## config.mk

```make
export PLATFORM = sky130hd
export DESIGN_NAME = l1_tilelink_adapter
export DESIGN_NICKNAME = d
export VERILOG_FILES = /design/src/design/tidc_pkg.sv /design/src/design/l1_tilelink_adapter.sv /design/src/design/tl_response_tracker.sv /design/src/design/l1_message_issuer.sv /design/src/design/l1_request_queue.sv
export SDC_FILE = /design/constraint.sdc
export NUM_CORES = 1
export LEC_CHECK = 0
export BUFFER_PORTS_ARGS = -buffer_cell sky130_fd_sc_hd__buf_2
export CAP_MARGIN = 20
export CELL_PAD_IN_SITES_DETAIL_PLACEMENT = 1
export CELL_PAD_IN_SITES_GLOBAL_PLACEMENT = 2
export CORE_ASPECT_RATIO = 1.2
export CORE_UTILIZATION = 47
export CTS_BUF_LIST = sky130_fd_sc_hd__clkbuf_2
export CTS_CLUSTER_SIZE = 8
export DETAILED_ROUTE_END_ITERATION = 10
export PLACE_DENSITY = 0.86
export SLEW_MARGIN = 20
export SYNTH_ARGS = -nofsm -noshare
export SYNTH_HDL_FRONTEND = slang
export SYNTH_HIERARCHICAL = 1
export SYNTH_SLANG_ARGS = --single-unit
```

## constraint.sdc

```tcl
create_clock -name clk -period 45.8 [get_ports clk]
set_input_delay 6.87 -clock clk [delete_from_list [all_inputs] [get_ports clk]]
set_output_delay 6.87 -clock clk [all_outputs]
set_load 0.005 [all_outputs]
```

## src/design/tidc_pkg.sv

```systemverilog
/*
 * Shared widths, opcodes and message structs for the L1 TileLink adapter
 */

package tidc_pkg;

    // ==============================
    // Widths
    // ==============================
    localparam int ADDR_W    = 32;
    localparam int LINE_BITS = 128;
    localparam int SOURCE_W  = 4;
    localparam int SINK_W    = 4;
    localparam int SIZE_W    = 4;
    localparam int PERM_W    = 3;
    // One mask bit per byte of the line
    localparam int MASK_W    = LINE_BITS / 8;

    // Every size field carries log2 of the 16-byte line
    localparam logic [SIZE_W-1:0] LINE_SIZE_LOG2 = 4'd4;

    // ==============================
    // Encodings
    // ==============================
    typedef enum logic [2:0] {
        READ_MISS  = 3'd0,
        WRITE_MISS = 3'd1,
        WRITE_BACK = 3'd2
    } l1_req_kind_e;

    typedef enum logic [2:0] {
        ACQUIRE_BLOCK = 3'd6
    } a_opcode_e;

    typedef enum logic [2:0] {
        RELEASE_DATA = 3'd7
    } c_opcode_e;

    typedef enum logic [2:0] {
        GRANT       = 3'd4,
        GRANT_DATA  = 3'd5,
        RELEASE_ACK = 3'd6
    } d_opcode_e;

    // ==============================
    // Messages
    // ==============================
    typedef struct packed {
        l1_req_kind_e           kind;
        logic [ADDR_W-1:0]      addr;
        logic [PERM_W-1:0]      perm;
        logic [LINE_BITS-1:0]   data;
    } l1_req_t;

    typedef struct packed {
        a_opcode_e              opcode;
        logic [PERM_W-1:0]      param;
        logic [SIZE_W-1:0]      size;
        logic [SOURCE_W-1:0]    source;
        logic [ADDR_W-1:0]      address;
        logic [MASK_W-1:0]      mask;
    } tl_a_msg_t;

    typedef struct packed {
        c_opcode_e              opcode;
        logic [PERM_W-1:0]      param;
        logic [SIZE_W-1:0]      size;
        logic [SOURCE_W-1:0]    source;
        logic [ADDR_W-1:0]      address;
        logic [LINE_BITS-1:0]   data;
    } tl_c_msg_t;

    typedef struct packed {
        d_opcode_e              opcode;
        logic [PERM_W-1:0]      param;
        logic [SIZE_W-1:0]      size;
        logic [SOURCE_W-1:0]    source;
        logic [SINK_W-1:0]      sink;
        logic [LINE_BITS-1:0]   data;
        logic                   error;
    } tl_d_msg_t;

    // Line handed back to the L1 on GrantData
    typedef struct packed {
        logic [LINE_BITS-1:0]   data;
        logic                   error;
    } l1_fill_t;

endpackage
```

## src/design/l1_tilelink_adapter.sv

```systemverilog
/*
 * L1 TileLink adapter top
 * Queues L1 requests and runs them one at a time over channels A, C, D and E
 */
`timescale 1ns/10ps

module l1_tilelink_adapter #(
    parameter logic [tidc_pkg::SOURCE_W-1:0] SOURCE_ID   = '0,
    parameter int                            QUEUE_DEPTH = 4
) (
    input  logic                          clk,
    input  logic                          rst_n,
    // L1 side
    input  logic                          l1_req_valid,
    input  tidc_pkg::l1_req_t             l1_req,
    output logic                          l1_req_ready,
    output logic                          fill_valid,
    output tidc_pkg::l1_fill_t            fill,
    // TileLink side
    output logic                          a_valid,
    output tidc_pkg::tl_a_msg_t           a_msg,
    input  logic                          a_ready,
    output logic                          c_valid,
    output tidc_pkg::tl_c_msg_t           c_msg,
    input  logic                          c_ready,
    input  logic                          d_valid,
    input  tidc_pkg::tl_d_msg_t           d_msg,
    output logic                          d_ready,
    output logic                          e_valid,
    output logic [tidc_pkg::SINK_W-1:0]   e_sink,
    input  logic                          e_ready
);

    logic              q_valid;
    logic              q_pop;
    tidc_pkg::l1_req_t q_head;
    logic              wait_grant;
    logic              wait_release;
    logic              txn_done;

    l1_request_queue #(
        .QUEUE_DEPTH (QUEUE_DEPTH)
    ) u_queue (
        .clk          (clk),
        .rst_n        (rst_n),
        .l1_req_valid (l1_req_valid),
        .l1_req       (l1_req),
        .l1_req_ready (l1_req_ready),
        .q_pop        (q_pop),
        .q_valid      (q_valid),
        .q_head       (q_head)
    );

    l1_message_issuer #(
        .SOURCE_ID (SOURCE_ID)
    ) u_issuer (
        .clk          (clk),
        .rst_n        (rst_n),
        .q_valid      (q_valid),
        .q_head       (q_head),
        .q_pop        (q_pop),
        .a_valid      (a_valid),
        .a_msg        (a_msg),
        .a_ready      (a_ready),
        .c_valid      (c_valid),
        .c_msg        (c_msg),
        .c_ready      (c_ready),
        .wait_grant   (wait_grant),
        .wait_release (wait_release),
        .txn_done     (txn_done)
    );

    tl_response_tracker #(
        .SOURCE_ID (SOURCE_ID)
    ) u_tracker (
        .clk          (clk),
        .rst_n        (rst_n),
        .wait_grant   (wait_grant),
        .wait_release (wait_release),
        .d_valid      (d_valid),
        .d_msg        (d_msg),
        .d_ready      (d_ready),
        .e_valid      (e_valid),
        .e_sink       (e_sink),
        .e_ready      (e_ready),
        .fill_valid   (fill_valid),
        .fill         (fill),
        .txn_done     (txn_done)
    );

endmodule

```

## src/design/tl_response_tracker.sv

```systemverilog
/*
 * Response tracker
 * Checks channel D beats, delivers fills, sends GrantAck on E and flags completion
 */
`timescale 1ns/10ps

module tl_response_tracker #(
    parameter logic [tidc_pkg::SOURCE_W-1:0] SOURCE_ID = '0
) (
    input  logic                          clk,
    input  logic                          rst_n,
    input  logic                          wait_grant,
    input  logic                          wait_release,
    input  logic                          d_valid,
    input  tidc_pkg::tl_d_msg_t           d_msg,
    output logic                          d_ready,
    output logic                          e_valid,
    output logic [tidc_pkg::SINK_W-1:0]   e_sink,
    input  logic                          e_ready,
    output logic                          fill_valid,
    output tidc_pkg::l1_fill_t            fill,
    output logic                          txn_done
);

    logic d_fire;
    logic src_match;
    logic is_grant;
    logic grant_hit;
    logic release_hit;
    logic release_done;

    // D stalls only while a GrantAck is still pending on E
    assign d_ready   = !e_valid;
    assign d_fire    = d_valid && d_ready;
    assign src_match = (d_msg.source == SOURCE_ID);
    assign is_grant  = (d_msg.opcode == tidc_pkg::GRANT) ||
                       (d_msg.opcode == tidc_pkg::GRANT_DATA);

    // Anything else on D is taken and dropped
    assign grant_hit   = d_fire && wait_grant && src_match && is_grant;
    assign release_hit = d_fire && wait_release && src_match && !release_done &&
                         (d_msg.opcode == tidc_pkg::RELEASE_ACK);

    assign txn_done = (e_valid && e_ready) || release_done;

    // ==============================
    // Payload registers
    // ==============================
    always_ff @(posedge clk) begin
        if (grant_hit) begin
            e_sink     <= d_msg.sink;
            fill.data  <= d_msg.data;
            fill.error <= d_msg.error;
        end
    end

    // ==============================
    // Handshake state
    // ==============================
    always_ff @(posedge clk or negedge rst_n) begin
        if (!rst_n) begin
            e_valid      <= 1'b0;
            fill_valid   <= 1'b0;
            release_done <= 1'b0;
        end else begin
            // Fill is a single-cycle strobe
            fill_valid   <= grant_hit && (d_msg.opcode == tidc_pkg::GRANT_DATA);
            release_done <= release_hit;

            if (grant_hit) begin
                e_valid <= 1'b1;
            end else if (e_ready) begin
                e_valid <= 1'b0;
            end
        end
    end

endmodule

```

## src/design/l1_message_issuer.sv

```systemverilog
/*
 * Message issuer
 * Turns the queue head into AcquireBlock or ReleaseData, one transaction at a time
 */
`timescale 1ns/10ps

module l1_message_issuer #(
    parameter logic [tidc_pkg::SOURCE_W-1:0] SOURCE_ID = '0
) (
    input  logic                clk,
    input  logic                rst_n,
    input  logic                q_valid,
    input  tidc_pkg::l1_req_t   q_head,
    output logic                q_pop,
    output logic                a_valid,
    output tidc_pkg::tl_a_msg_t a_msg,
    input  logic                a_ready,
    output logic                c_valid,
    output tidc_pkg::tl_c_msg_t c_msg,
    input  logic                c_ready,
    output logic                wait_grant,
    output logic                wait_release,
    input  logic                txn_done
);

    typedef enum logic [2:0] {
        IDLE,
        SEND_A,
        SEND_C,
        WAIT_GRANT,
        WAIT_RELEASE
    } state_e;

    state_e state;

    // Head is taken the same cycle it shows up while idle
    assign q_pop        = (state == IDLE) && q_valid;
    assign wait_grant   = (state == WAIT_GRANT);
    assign wait_release = (state == WAIT_RELEASE);

    // ==============================
    // Message payload
    // ==============================
    always_ff @(posedge clk) begin
        if (q_pop) begin
            a_msg.opcode  <= tidc_pkg::ACQUIRE_BLOCK;
            a_msg.param   <= q_head.perm;
            a_msg.size    <= tidc_pkg::LINE_SIZE_LOG2;
            a_msg.source  <= SOURCE_ID;
            a_msg.address <= q_head.addr;
            a_msg.mask    <= '1;

            c_msg.opcode  <= tidc_pkg::RELEASE_DATA;
            c_msg.param   <= q_head.perm;
            c_msg.size    <= tidc_pkg::LINE_SIZE_LOG2;
            c_msg.source  <= SOURCE_ID;
            c_msg.address <= q_head.addr;
            c_msg.data    <= q_head.data;
        end
    end

    // ==============================
    // Control FSM
    // ==============================
    always_ff @(posedge clk or negedge rst_n) begin
        if (!rst_n) begin
            state   <= IDLE;
            a_valid <= 1'b0;
            c_valid <= 1'b0;
        end else begin
            case (state)
                IDLE: begin
                    if (q_valid) begin
                        case (q_head.kind)
                            tidc_pkg::READ_MISS,
                            tidc_pkg::WRITE_MISS: begin
                                a_valid <= 1'b1;
                                state   <= SEND_A;
                            end
                            tidc_pkg::WRITE_BACK: begin
                                c_valid <= 1'b1;
                                state   <= SEND_C;
                            end
                            // Unknown kinds are popped and dropped
                            default: state <= IDLE;
                        endcase
                    end
                end
                SEND_A: begin
                    if (a_ready) begin
                        a_valid <= 1'b0;
                        state   <= WAIT_GRANT;
                    end
                end
                SEND_C: begin
                    if (c_ready) begin
                        c_valid <= 1'b0;
                        state   <= WAIT_RELEASE;
                    end
                end
                WAIT_GRANT, WAIT_RELEASE: begin
                    if (txn_done) begin
                        state <= IDLE;
                    end
                end
                default: state <= IDLE;
            endcase
        end
    end

endmodule

```

## src/design/l1_request_queue.sv

```systemverilog
/*
 * L1 request queue
 * Circular FIFO holding L1 misses and write-backs until the issuer takes them
 */
`timescale 1ns/10ps

module l1_request_queue #(
    parameter int QUEUE_DEPTH = 4
) (
    input  logic              clk,
    input  logic              rst_n,
    input  logic              l1_req_valid,
    input  tidc_pkg::l1_req_t l1_req,
    output logic              l1_req_ready,
    input  logic              q_pop,
    output logic              q_valid,
    output tidc_pkg::l1_req_t q_head
);

    localparam int PTR_W = (QUEUE_DEPTH > 1) ? $clog2(QUEUE_DEPTH) : 1;
    localparam int CNT_W = $clog2(QUEUE_DEPTH + 1);

    tidc_pkg::l1_req_t mem [QUEUE_DEPTH];
    logic [PTR_W-1:0]  wr_ptr;
    logic [PTR_W-1:0]  rd_ptr;
    logic [CNT_W-1:0]  count;
    logic              push;
    logic              pop;

    assign l1_req_ready = (count < CNT_W'(QUEUE_DEPTH));
    assign q_valid      = (count != '0);
    assign q_head       = mem[rd_ptr];

    assign push = l1_req_valid && l1_req_ready;
    assign pop  = q_pop && q_valid;

    // Entry storage
    always_ff @(posedge clk) begin
        if (push) begin
            mem[wr_ptr] <= l1_req;
        end
    end

    always_ff @(posedge clk or negedge rst_n) begin
        if (!rst_n) begin
            wr_ptr <= '0;
            rd_ptr <= '0;
            count  <= '0;
        end else begin
            if (push) begin
                // Wrap by hand so odd depths work too
                wr_ptr <= (wr_ptr == PTR_W'(QUEUE_DEPTH - 1)) ? '0 : wr_ptr + 1'b1;
            end
            if (pop) begin
                rd_ptr <= (rd_ptr == PTR_W'(QUEUE_DEPTH - 1)) ? '0 : rd_ptr + 1'b1;
            end
            case ({push, pop})
                2'b10:   count <= count + 1'b1;
                2'b01:   count <= count - 1'b1;
                default: count <= count;
            endcase
        end
    end

endmodule

```

==> impl_metrics.prom <==
# TYPE chip_impl_metric gauge
chip_impl_info{name="result_of_the_run",value="finished clean"} 1
chip_impl_metric{name="synthesis.area",unit="sq mm"} 0.0343
chip_impl_metric{name="ff2ff_path_depth",unit=""} 6
chip_impl_metric{name="grt_antenna_before_repair",unit=""} 33
chip_impl_metric{name="required",unit="ns"} 38.93
chip_impl_metric{name="track_usage",unit=""} 0.262
chip_impl_metric{name="final_hold_viol_count",unit=""} 0
chip_impl_metric{name="post_synth_num_cell_types",unit=""} 42
chip_impl_info{name="netlist.top_cell.by_area",value="sky130_fd_sc_hd__edfxtp_1"} 1
chip_impl_info{name="min_path_type",value="register to register"} 1
chip_impl_metric{name="drt_first_pass_iters",unit=""} 5
chip_impl_metric{name="drtIter0Drc",unit=""} 1135
chip_impl_metric{name="globalRouteMet2Util",unit=""} 0.444
chip_impl_metric{name="route.detailed.wl_per_inst",unit="microns"} 29.5
chip_impl_metric{name="ys.warnings.count",unit=""} 6
chip_impl_info{name="cells_traversed_along_the_worst_timing_path",value="buf_2"} 1
chip_impl_info{name="path_delay_family",value="flip-flops"} 1
chip_impl_info{name="netlist_top_cells_area",value="sky130_fd_sc_hd__edfxtp_1 (84%), sky130_fd_sc_hd__mux4_2 (11%), sky130_fd_sc_hd__buf_4 (1.6%), sky130_fd_sc_hd__dfrtp_1 (1.1%), sky130_fd_sc_hd__buf_6 (0.52%)"} 1
chip_impl_metric{name="cts_inserted_buffers",unit=""} 224
chip_impl_metric{name="area_delta_synth_final",unit="%"} 17.3
chip_impl_metric{name="grt_overflow_total",unit=""} 0
chip_impl_metric{name="route.vias.total",unit=""} 17200
chip_impl_info{name="regToRegStartpoint",value="u_issuer/state[1]"} 1
chip_impl_metric{name="final.period_utilization",unit=""} 0.197
chip_impl_info{name="cpMaxStageDelayCell",value="sky130_fd_sc_hd__edfxtp_1"} 1
chip_impl_metric{name="path_depth",unit=""} 1
chip_impl_metric{name="clock_skew",unit="ns"} 0.129
chip_impl_metric{name="buffers_inserted_by_post_cts_timing_repair",unit=""} 0
chip_impl_metric{name="io_count",unit=""} 695
chip_impl_info{name="critical_path.startpoint",value="u_tracker/fill[96]"} 1
chip_impl_metric{name="worst_case_register_to_register_setup_slack",unit="ns"} 42.20
chip_impl_metric{name="ys_ff_latch",unit=""} 975
chip_impl_info{name="postSynth.topFlopCell",value="sky130_fd_sc_hd__edfxtp_1"} 1
chip_impl_metric{name="post-synth-top-area-fraction",unit=""} 0.840
chip_impl_metric{name="clk_pin_slew",unit="ns"} 0.12
chip_impl_metric{name="asyncSetResetFlopFracSynth",unit=""} 0.0154
chip_impl_info{name="grt_max_usage_layer",value="met2"} 1
chip_impl_metric{name="floorplan.initialDensity",unit=""} 0.475
chip_impl_metric{name="die_w",unit="microns"} 249
chip_impl_info{name="reg2reg_to",value="u_tracker/fill[46]"} 1
chip_impl_metric{name="worst_ep_arrival_time",unit="ns"} 2.15
chip_impl_metric{name="synth.yosys.seq_area_share",unit=""} 0.850
chip_impl_metric{name="cts.htree.levels",unit=""} 4
chip_impl_metric{name="power_leakage",unit="nW"} 14.5
chip_impl_metric{name="dieArea",unit="sq mm"} 0.0741
chip_impl_info{name="cp-start-kind",value="register"} 1
chip_impl_info{name="worst-setup-path-type",value="register to output port"} 1
chip_impl_metric{name="finalWorstPathRequiredPeriod",unit="ns"} 9.02
chip_impl_metric{name="synth_edf_count",unit=""} 960
chip_impl_metric{name="clk-insertion-delay-late",unit="ns"} 1.42
chip_impl_metric{name="layout.area.seq",unit="sq mm"} 0.0292
chip_impl_metric{name="clock_sinks",unit=""} 975
chip_impl_metric{name="fin_tns_setup",unit="ns"} 0
chip_impl_metric{name="post_dp_cell_area",unit="sq mm"} 0.0382
chip_impl_metric{name="max_slew.worst_pin.slew",unit="ns"} 1.11
chip_impl_metric{name="multi_input_area",unit="sq mm"} 0.00441
chip_impl_metric{name="vias_per_cell",unit=""} 5.29
chip_impl_metric{name="placement.io_buffers",unit=""} 649
chip_impl_metric{name="avgSynthCellArea",unit="sq um"} 25.8
chip_impl_metric{name="postSynthCellCount",unit=""} 1329
chip_impl_metric{name="fmax",unit="MHz"} 111
chip_impl_metric{name="dieHeight",unit="microns"} 298
chip_impl_metric{name="power_density_normalized_to_cell_area",unit="mW/mm^2"} 58.6
chip_impl_metric{name="post-route-cell-area",unit="sq mm"} 0.0403
chip_impl_info{name="cts_tree",value="yes"} 1
chip_impl_info{name="worst_setup_path_endpoint",value="fill[96]"} 1
chip_impl_metric{name="max_cap_viols",unit=""} 0
chip_impl_metric{name="critPathMaxFanout",unit=""} 1
chip_impl_info{name="final_common_cell",value="sky130_fd_sc_hd__edfxtp_1"} 1
chip_impl_metric{name="hold_bufs_inserted_after_cts",unit=""} 0
chip_impl_info{name="critPathCaptureType",value="output port"} 1
chip_impl_metric{name="report.final.setup_viol",unit=""} 0
chip_impl_metric{name="cts_max_path_buffers",unit=""} 3
chip_impl_info{name="mostFrequentLayoutCells",value="sky130_fd_sc_hd__edfxtp_1 (960), sky130_fd_sc_hd__buf_2 (649), sky130_fd_sc_hd__clkbuf_2 (306)"} 1
chip_impl_metric{name="power.ir.vdd_worst",unit="V"} 0.0000394
chip_impl_info{name="grt_setup_unrepaired",value="no"} 1
chip_impl_metric{name="layout.filler_cells",unit=""} 6575
chip_impl_metric{name="stage_delay_of_the_slowest_cell_on_the_critical_path",unit="ns"} 0.56
chip_impl_metric{name="final_antenna_net_count",unit=""} 0
chip_impl_metric{name="postCtsResizedCells",unit=""} 0
chip_impl_metric{name="first_global_vias",unit=""} 19100
chip_impl_metric{name="core",unit="sq mm"} 0.0723
chip_impl_metric{name="critPathBufInv",unit=""} 1
chip_impl_metric{name="dpl_worst_slack",unit="ns"} 35.51
chip_impl_metric{name="wire_length_of_the_first_global_routing_pass",unit="mm"} 135
chip_impl_metric{name="globalRouteMet3Util",unit=""} 0.0985
chip_impl_metric{name="drc_errors",unit=""} 0
chip_impl_metric{name="grt_use_met1",unit=""} 0.269
chip_impl_metric{name="layout.nets",unit=""} 2473
chip_impl_metric{name="final_layout_size_suffix_gt1_frac",unit=""} 0.511
chip_impl_metric{name="grt_start_max_net_pins",unit=""} 98
chip_impl_metric{name="layout_setup_ws",unit="ns"} 36.78
chip_impl_metric{name="slew_headroom",unit=""} 0.258
chip_impl_metric{name="row_count",unit=""} 108
chip_impl_metric{name="fin_hold_ws",unit="ns"} 0.532
chip_impl_metric{name="maxSlewViolCount",unit=""} 0
chip_impl_metric{name="drt_wl_total",unit="mm"} 96.0
chip_impl_metric{name="place.gp.congestion",unit=""} 0.948
chip_impl_info{name="ctsRootBufferMaster",value="sky130_fd_sc_hd__clkbuf_2"} 1
chip_impl_metric{name="place.detailed.hpwl",unit="mm"} 65.4
==> area by class of cell <==
class / count / share of cell area
flip-flops and latches: 975 / 0.725
multi-input cells: 265 / 0.109
clock inverters: 90 / 0.0119
inverters: 10 / 0.000932
repair buffers: 670 / 0.0849
diodes: 8 / 0.000497
clock buffers: 306 / 0.0380
well taps: 935 / 0.0290
==> per-layer routing <==
| metal | vias to the layer above | part of all wire |
|---|---|---|
| li1 | 7219 | - |
| met1 | 8838 | 0.33 |
| met2 | 896 | 0.51 |
| met3 | 244 | 0.086 |
| met4 | 28 | 0.066 |
| met5 | - | 0.0019 |
==> report_power, final <==
group	total (mW)	leakage [nW]	internal (mW)	switching (mW)
Clock	0.544	1.51	0.206	0.338
Sequential	1.28	8.95	1.20	0.0795
Combinational	0.535	4.08	0.235	0.300
==> worst min-delay path by stage <==
stage / startpoint / to / slack [ns] / depth (start not counted)
after floorplan: u_queue/count[0] / u_queue/count[0] / 0.46 / 1
after global placement: u_queue/count[0] / u_queue/count[0] / 0.48 / 1
after detailed placement: u_queue/count[0] / u_queue/count[0] / 0.51 / 1
after CTS: u_queue/count[0] / u_queue/count[0] / 0.53 / 1
after global routing: u_queue/count[0] / u_queue/count[0] / 0.56 / 1
final: u_queue/mem[0][9] / u_issuer/c_msg[9] / 0.53 / 1
==> metrics by stage <==
step / instances / util / total power, mW
global placement: 2855 / 0.529 / 1.82
detailed placement: 2855 / 0.529 / 1.85
CTS: 3251 / 0.557 / 2.40
global route: 3258 / 0.557 / 2.47
finish: 3259 / 0.557 / 2.36
floorplan: 1365 / - / 1.67
==> synthesized netlist by cell type (2+ instances only) <==
cell type,number
sky130_fd_sc_hd__edfxtp_1,960
sky130_fd_sc_hd__mux4_2,166
sky130_fd_sc_hd__buf_4,74
sky130_fd_sc_hd__buf_2,20
sky130_fd_sc_hd__buf_6,16
sky130_fd_sc_hd__dfrtp_1,15
sky130_fd_sc_hd__inv_1,10
sky130_fd_sc_hd__nor2_1,8
sky130_fd_sc_hd__ha_1,6
sky130_fd_sc_hd__clkbuf_1,5
sky130_fd_sc_hd__a21oi_1,4
sky130_fd_sc_hd__and2_1,4
sky130_fd_sc_hd__nand2_1,4
sky130_fd_sc_hd__conb_1,2
sky130_fd_sc_hd__mux2_2,2
sky130_fd_sc_hd__nand2b_1,2
sky130_fd_sc_hd__nand4bb_1,2
sky130_fd_sc_hd__nor3_1,2
sky130_fd_sc_hd__nor4b_1,2
sky130_fd_sc_hd__o21ai_0,2
sky130_fd_sc_hd__xnor2_1,2
==> logic make-up (layout without fill, tap and decap cells) <==
kind of cell,Yosys count,count (layout),share of synthesized area
compound gates,13,13,0.00306
xor+xnor,3,3,0.000765
fa+ha+maj,7,7,0.00277
buf+inv,125,1076,0.0260
flops,975,975,0.850
mux,170,170,0.110
other cells,2,46,0.000219
simple gates,34,34,0.00649
==> sequential cells by signal, summed over array words and instances, names as in the netlist <==
signal                  flops
u_issuer/a_valid            1
u_issuer/c_msg            163
u_issuer/c_valid            1
u_issuer/state              3
u_queue/count               3
u_queue/mem               664
u_queue/rd_ptr              2
u_queue/wr_ptr              2
u_tracker/e_sink            4
u_tracker/e_valid           1
u_tracker/fill            129
u_tracker/fill_valid        1
u_tracker/release_done      1
No activity file was read; power rests on OpenSTA's default activity.
